$ cat config.mk
export PLATFORM = sky130hd
export DESIGN_NAME = cbc_core
export DESIGN_NICKNAME = d
export VERILOG_FILES = /design/src/source/cbc_pkg.sv /design/src/source/cbc_core.sv /design/src/source/cbc_chain_stage.sv /design/src/source/cbc_issue_stage.sv
export VERILOG_INCLUDE_DIRS = /design/src /design/src/include
export SDC_FILE = /design/constraint.sdc
export NUM_CORES = 1
export LEC_CHECK = 0
export BUFFER_PORTS_ARGS = -buffer_cell sky130_fd_sc_hd__buf_2
export CELL_PAD_IN_SITES_DETAIL_PLACEMENT = 1
export CELL_PAD_IN_SITES_GLOBAL_PLACEMENT = 1
export CORE_AREA = 3 3 255 257
export CTS_CLUSTER_SIZE = 30
export DETAILED_ROUTE_END_ITERATION = 16
export DIE_AREA = 0 0 258 260
export GPL_TIMING_DRIVEN = 0
export PLACE_DENSITY = 0.86
export SLEW_MARGIN = 20
export SYNTH_ARGS = -nofsm -noshare
export SYNTH_HDL_FRONTEND = slang
export SYNTH_HIERARCHICAL = 1
export SYNTH_SLANG_ARGS = --single-unit
$ cat constraint.sdc
create_clock -name clk -period 19.8 [get_ports clk]
set_input_delay 3.96 -clock clk [delete_from_list [all_inputs] [get_ports clk]]
set_output_delay 3.96 -clock clk [all_outputs]
set_load 0.01 [all_outputs]
$ cat src/include/cbc_config.svh
// CBC core configuration
// Block width and chain register reset value shared by the RTL and the testbench

`ifndef CBC_CONFIG_SVH
`define CBC_CONFIG_SVH

// ----------------------------------------------------------------------
// Datapath sizing
// ----------------------------------------------------------------------

// One cipher block, in bits
`define CBC_BLOCK_W 128

// ----------------------------------------------------------------------
// Chain register
// ----------------------------------------------------------------------

// Value after reset and after zeroize
// All zeros, so a session without an IV load starts from a known chain
`define CBC_CHAIN_RESET {`CBC_BLOCK_W{1'b0}}

`endif
$ cat src/source/cbc_pkg.sv
// CBC core types
// Block, mode and stage state types used by both pipeline stages

`include "cbc_config.svh"

package cbc_pkg;

  // ----------------------------------------------------------------------
  // Data
  // ----------------------------------------------------------------------

  // One data block as it moves between the stages and the cipher
  typedef logic [`CBC_BLOCK_W-1:0] block_t;

  // ----------------------------------------------------------------------
  // Control
  // ----------------------------------------------------------------------

  // Cipher direction, same polarity as encdec on the port
  // High selects encrypt
  typedef enum logic {
    MODE_DEC = 1'b0,
    MODE_ENC = 1'b1
  } mode_t;

  // Two-state machine used by each stage
  typedef enum logic {
    ST_IDLE = 1'b0,
    ST_BUSY = 1'b1
  } stage_state_t;

endpackage

$ cat src/source/cbc_core.sv
// CBC chaining core
// Issue and chain stages around an external block cipher engine

`timescale 1ns/1ps

module cbc_core (
  input  logic             clk,
  input  logic             reset_n,
  input  logic             zeroize,

  // Control
  input  cbc_pkg::mode_t   encdec,
  input  logic             next_cmd,
  output logic             ready,

  // Data
  input  logic             iv_load,
  input  cbc_pkg::block_t  iv,
  input  cbc_pkg::block_t  block_msg,
  output cbc_pkg::block_t  result,
  output logic             result_valid,

  // External cipher engine
  output logic             cipher_req,
  output logic             cipher_dec,
  output cbc_pkg::block_t  cipher_in,
  input  logic             cipher_done,
  input  cbc_pkg::block_t  cipher_out
);

  // ----------------------------------------------------------------------
  // Stage links
  // ----------------------------------------------------------------------

  cbc_pkg::mode_t  issue_mode;
  cbc_pkg::block_t issue_block;
  cbc_pkg::block_t chain;
  logic            block_done;

  // Command accept and cipher input forming
  cbc_issue_stage u_issue (
    .clk         (clk),
    .reset_n     (reset_n),
    .next_cmd    (next_cmd),
    .encdec      (encdec),
    .block_msg   (block_msg),
    .ready       (ready),
    .chain       (chain),
    .block_done  (block_done),
    .cipher_req  (cipher_req),
    .cipher_dec  (cipher_dec),
    .cipher_in   (cipher_in),
    .issue_mode  (issue_mode),
    .issue_block (issue_block)
  );

  // Output chaining and chain register
  cbc_chain_stage u_chain (
    .clk          (clk),
    .reset_n      (reset_n),
    .zeroize      (zeroize),
    .iv_load      (iv_load),
    .iv           (iv),
    .cipher_done  (cipher_done),
    .cipher_out   (cipher_out),
    .issue_mode   (issue_mode),
    .issue_block  (issue_block),
    .chain        (chain),
    .block_done   (block_done),
    .result       (result),
    .result_valid (result_valid)
  );

endmodule

$ cat src/source/cbc_chain_stage.sv
// CBC chain stage
// Applies output chaining, owns the chain register and drives the result pulse

`timescale 1ns/1ps

`include "cbc_config.svh"

module cbc_chain_stage (
  input  logic             clk,
  input  logic             reset_n,

  // Chain control
  input  logic             zeroize,
  input  logic             iv_load,
  input  cbc_pkg::block_t  iv,

  // Cipher completion
  input  logic             cipher_done,
  input  cbc_pkg::block_t  cipher_out,

  // From the issue stage
  input  cbc_pkg::mode_t   issue_mode,
  input  cbc_pkg::block_t  issue_block,

  // To the issue stage
  output cbc_pkg::block_t  chain,
  output logic             block_done,

  // Result port
  output cbc_pkg::block_t  result,
  output logic             result_valid
);

  // ----------------------------------------------------------------------
  // Internal state
  // ----------------------------------------------------------------------

  cbc_pkg::block_t chain_q;
  cbc_pkg::block_t chain_next;
  logic            chain_we;

  cbc_pkg::block_t result_q;
  cbc_pkg::block_t result_next;
  logic            valid_q;

  logic            is_enc;

  assign is_enc = (issue_mode == cbc_pkg::MODE_ENC);

  // ----------------------------------------------------------------------
  // Output chaining
  // ----------------------------------------------------------------------

  // Encrypt result is the cipher output itself
  // Decrypt result is unwhitened with the chain of the previous block
  always_comb
  begin
    if (is_enc)
      result_next = cipher_out;
    else
      result_next = cipher_out ^ chain_q;
  end

  // ----------------------------------------------------------------------
  // Chain update
  // ----------------------------------------------------------------------

  // Priority: zeroize, IV load, then the block just finished
  // zeroize and iv_load only arrive while idle, so they never meet
  // a cipher_done in practice, the order still keeps it defined
  always_comb
  begin
    chain_we   = 1'b0;
    chain_next = chain_q;
    if (zeroize)
    begin
      chain_we   = 1'b1;
      chain_next = `CBC_CHAIN_RESET;
    end
    else if (iv_load)
    begin
      chain_we   = 1'b1;
      chain_next = iv;
    end
    else if (cipher_done)
    begin
      chain_we = 1'b1;
      // Ciphertext always becomes the next chain
      if (is_enc)
        chain_next = cipher_out;
      else
        chain_next = issue_block;
    end
  end

  // ----------------------------------------------------------------------
  // Registers
  // ----------------------------------------------------------------------

  always_ff @(posedge clk or negedge reset_n)
  begin
    if (!reset_n)
    begin
      chain_q <= `CBC_CHAIN_RESET;
      valid_q <= 1'b0;
    end
    else
    begin
      if (chain_we)
        chain_q <= chain_next;
      // One-cycle pulse, one cycle after cipher_done
      valid_q <= cipher_done;
    end
  end

  // Result data, cleared on zeroize so no plaintext lingers
  always_ff @(posedge clk)
  begin
    if (zeroize)
      result_q <= `CBC_CHAIN_RESET;
    else if (cipher_done)
      result_q <= result_next;
  end

  assign chain        = chain_q;
  assign result       = result_q;
  // Same register seen under two names
  assign result_valid = valid_q;
  assign block_done   = valid_q;

endmodule

$ cat src/source/cbc_issue_stage.sv
// CBC issue stage
// Accepts block commands, forms the cipher input and tracks the busy/ready state

`timescale 1ns/1ps

module cbc_issue_stage (
  input  logic             clk,
  input  logic             reset_n,

  // Command side
  input  logic             next_cmd,
  input  cbc_pkg::mode_t   encdec,
  input  cbc_pkg::block_t  block_msg,
  output logic             ready,

  // From the chain stage
  input  cbc_pkg::block_t  chain,
  input  logic             block_done,

  // Cipher request
  output logic             cipher_req,
  output logic             cipher_dec,
  output cbc_pkg::block_t  cipher_in,

  // To the chain stage
  output cbc_pkg::mode_t   issue_mode,
  output cbc_pkg::block_t  issue_block
);

  // ----------------------------------------------------------------------
  // Internal state
  // ----------------------------------------------------------------------

  cbc_pkg::stage_state_t state;
  cbc_pkg::stage_state_t state_next;

  // Command taken on this edge
  logic                  accept;

  logic                  req_q;
  cbc_pkg::mode_t        mode_q;
  cbc_pkg::block_t       block_q;
  cbc_pkg::block_t       cipher_in_q;

  // ----------------------------------------------------------------------
  // Handshake
  // ----------------------------------------------------------------------

  // Idle, or the block in flight is being delivered right now
  // The delivery cycle already sees the updated chain, so a new block
  // may be taken back-to-back
  assign ready  = (state == cbc_pkg::ST_IDLE) || block_done;
  assign accept = next_cmd && ready;

  always_comb
  begin
    state_next = state;
    case (state)
      cbc_pkg::ST_IDLE:
      begin
        if (accept)
          state_next = cbc_pkg::ST_BUSY;
      end
      cbc_pkg::ST_BUSY:
      begin
        // Back-to-back command keeps the stage busy
        if (accept)
          state_next = cbc_pkg::ST_BUSY;
        else if (block_done)
          state_next = cbc_pkg::ST_IDLE;
      end
      default:
      begin
        state_next = cbc_pkg::ST_IDLE;
      end
    endcase
  end

  // ----------------------------------------------------------------------
  // Control registers
  // ----------------------------------------------------------------------

  always_ff @(posedge clk or negedge reset_n)
  begin
    if (!reset_n)
    begin
      state  <= cbc_pkg::ST_IDLE;
      req_q  <= 1'b0;
      mode_q <= cbc_pkg::MODE_ENC;
    end
    else
    begin
      state <= state_next;
      // Single-cycle request, one per accepted command
      req_q <= accept;
      if (accept)
        mode_q <= encdec;
    end
  end

  // ----------------------------------------------------------------------
  // Block registers
  // ----------------------------------------------------------------------

  // Encrypt pre-whitens the message with the chain
  // Decrypt sends the ciphertext as is and keeps it for the next chain
  always_ff @(posedge clk)
  begin
    if (accept)
    begin
      block_q <= block_msg;
      if (encdec == cbc_pkg::MODE_ENC)
        cipher_in_q <= block_msg ^ chain;
      else
        cipher_in_q <= block_msg;
    end
  end

  assign cipher_req  = req_q;
  assign cipher_dec  = (mode_q == cbc_pkg::MODE_DEC);
  assign cipher_in   = cipher_in_q;
  assign issue_mode  = mode_q;
  assign issue_block = block_q;

endmodule

==> results.toml <==
[status]
outcome = "finished clean"

[critical_path]
cpMaxStageDelayCell = "clkbuf_1"
path_common_cell = "buf_4"
crit-reg2reg-launch = "u_chain/block_done"
worstSetupPathType = "input pin to register"
crit_path_max_fanout = 10
critPathRequiredTime_ns = 20.29
slack_of_the_worst_reg_to_reg_path_ns = 17.66
worstPathArrival_ns = 5.86
start_kind = "input pin"
reg2regPathDepth = 4
worstPathCellList = "buf_2, buf_4, buf_4, clkbuf_1, nor2_1, a2111oi_2"
worstReg2RegEnd = "u_issue/cipher_in[76]"
timing.critical_path.slowest_cell_delay_ns = 0.79
sort_of_element_at_the_end_of_the_critical_path = "register"

[global_routing]
antenna_found_initial = 35
wire_length_of_the_first_global_routing_pass_um = 152400
grt_max_degree = 73
grt_pass1_vias = 23010
grt_use_total_pct = 30.13
grt_overflow_total = 0

[power]
seq_power_share_pct = 44.5
intPower_mw = 2.036
power_frac_comb_pct = 17.9
p_leak_nw = 12.90
power.ir.vdd_worst_v = 0.00007044
cellPowerDensity_mw_per_mm2 = 88.72
p_clk_share_pct = 37.6
switching_share_of_power_pct = 28.16
power.net_switching_uw = 798.0

[floorplanning]
die_area_mm2 = 0.06708
core.rowCount = 92
io_pins = 651
floorplan.initialDensity_pct = 40.66
floorplan.die.width_um = 258
core_mm2 = 0.06297
die_h_um = 260

[synthesis]
ys_seq_area_share_pct = 52.94
synthesized_netlist_net_count = 2381
async_flop_share_pct = 25.58
post_synth.cell_area_avg_um2 = 12.87
synth-edff-count = 256
synth_warnings = 6
synthFlopType = "edfxtp_1"
synthCells = 1990
post_synth_instance_area_mm2 = 0.02560
ys_types = 26
synth-seq-cells = 516

[sta]
slew-limit-headroom_pct = 25.95
max_freq_mhz = 186.4
skew_ns = 0.02038
final_critical_path_time_including_i_o_delays_and_setup_ns = 5.364
worstMarginPinSlew_ns = 1.111
tns_ns = 0
timing_max_transition_violations_final = 0
unrepaired_setup_endpoints_after_global_routing = "false"
hold_viol_final = 0
layout_worst_path_cycle_share_pct = 27.09
timing.final.setup_violations = 0

[detailed_routing]
wl_per_cell_um = 29.15
drt-vias-per-instance = 5.867
number_of_drc_markers_in_iteration_0 = 1827
detail_route.drc_violations = 0
postRouteWirelength_um = 105500
drtPass1Iterations = 6
final_antenna_net_count = 0
routed-via-count = 21230

[finish]
multi_input_area_mm2 = 0.01099
fillCellCount = 6772
layout-drive-gt1-share_pct = 38.80
register_area_mm2 = 0.01355
finalNetCount = 3095
fin_area_mm2 = 0.03194
area_growth_syn_to_layout_pct = 24.75

[worst_hold_path]
min_path_cells = 2
hp-start = "u_chain/result[66]"
whs_endpoint = "u_chain/result[66]"
hold_path_class = "register to register"

[cts]
clk_path_buf_depth = 3
cts_tree = "done"
cts_made_buffers = 57
post-cts-setup-buffer-count = 0
worstSkewPairLatency_ns = 0.61
cts_resized = 0
clk_pin_slew_ns = 0.06
cts_root_buf = "clkbuf_16"
hold_buffers = 0
deepest_level_of_the_cts_h_tree = 2
numClockSinks = 516

[placed_design]
gp_congestion = 0.9120
port_buffers = 649
postPlaceCellArea_mm2 = 0.03007
dp_hpwl_um = 76140

[run]
timing.max_cap.violations = 0
[routing by layer]
metal	GRT usage, %	vias up	routed length (µm)
li1	-	9022	-
met3	7.070	264	8281
met2	53.10	1078	53070
met1	35.13	10850	39350
met4	12.81	18	4664
met5	0	-	106
[metrics by stage]
step	hold WS (ns)	total power [mW]	utilization, %	setup slack, ns	cells
3_3_place_gp	0.5062	1.761	47.50	6.039	3485
6_report	0.5264	2.834	50.73	14.44	3618
2_1_floorplan	0.5464	1.557	-	9.272	1990
5_1_grt	0.5536	2.920	50.69	14.37	3610
3_5_place_dp	0.5154	1.778	47.76	13.88	3491
4_1_cts	0.5321	2.839	50.64	14.40	3596
[cell usage after synthesis, drive strengths merged, types with 79 or more instances]
cell type / n / area, µm²
edfxtp: 256 / 7687
dfrtp: 131 / 3278
nand2b: 130 / 813.3
nor2b: 130 / 813.3
a2111oi: 128 / 1922
a221o: 128 / 1281
and4b: 128 / 1281
dfxtp: 128 / 2562
mux2: 128 / 1648
nand2: 128 / 480.5
nor2: 128 / 480.5
nor4b: 128 / 1121
xnor2: 128 / 1121
buf: 106 / 757.0
clkbuf: 79 / 296.5
[power groups by stage]
stage	Clock [mW]	Sequential, mW	Combinational, mW
after detailed placement	0	1.28	0.498
after floorplan	0	1.29	0.265
after global placement	0	1.29	0.473
final	1.07	1.26	0.507
after CTS	1.08	1.26	0.504
after global routing	1.12	1.27	0.534
[critical path: cells and delay by family]
| kind | cells | cell delay, ns |
|---|---|---|
| buffers and inverters | 4 | 1.37 |
| AOI/OAI and AO/OA | 1 | 0.33 |
| and+or+nand+nor | 1 | 0.18 |
[registers in the layout, summed over array words and instances, names as in the netlist]
signal,count
u_chain/chain,128
u_chain/result,128
u_issue/cipher_in,128
u_issue/issue_block,128
u_chain/block_done,1
u_issue/cipher_req,1
u_issue/issue_mode,1
u_issue/state,1
[cell usage in the layout, fill, tap and decap left out, types with 3 or more instances in the layout]
cell          n
nand2b_1    130
dfxtp_1     128
nand2_1     128
clkinv_1     10
dfrtp_1     131
buf_16        4
edfxtp_1    256
nor2_1      128
mux2_4       55
clkbuf_16    58
and4b_1     128
buf_4        14
clkinv_2     13
clkbuf_1     91
a221o_1     128
nor4b_1     128
xnor2_1     128
clkinvlp_4    3
buf_2       710
bufinv_16     5
mux2_1       36
a2111oi_2   128
diode_2      22
buf_6        29
mux2_2       37
nor2b_1     130
[cells by family after synthesis]
logic type	count (synthesis)	synth area share, %
compound gates	257	12.53
xor+xnor	128	4.379
buf+inv	186	4.130
flops	516	52.94
mux	128	6.436
simple gates	775	19.58
[worst max path at each step]
stage / from / endpoint / slack (ns) / depth (start not counted)
6_report: cipher_done / u_chain/result[7] / 14.44 / 6
4_1_cts: u_issue/issue_mode / cipher_dec / 14.40 / 2
2_1_floorplan: next_cmd / u_issue/cipher_req / 9.27 / 1
5_1_grt: cipher_done / u_chain/result[3] / 14.37 / 6
3_3_place_gp: next_cmd / u_issue/cipher_req / 6.04 / 2
3_5_place_dp: zeroize / u_chain/chain[125] / 13.88 / 6
[area by class of cell]
type / instances / share of cell area (%)
Antenna cell: 22 / 0.1724
Multi-Input combinational cell: 1288 / 34.42
Buffer: 185 / 3.302
Clock buffer: 73 / 4.783
Timing Repair Buffer: 655 / 10.67
Inverter: 1 / 0.01175
Clock inverter: 32 / 0.8893
Sequential cell: 516 / 42.44
Tap cell: 846 / 3.314
Note: power is estimated with default switching activity, not from simulation.
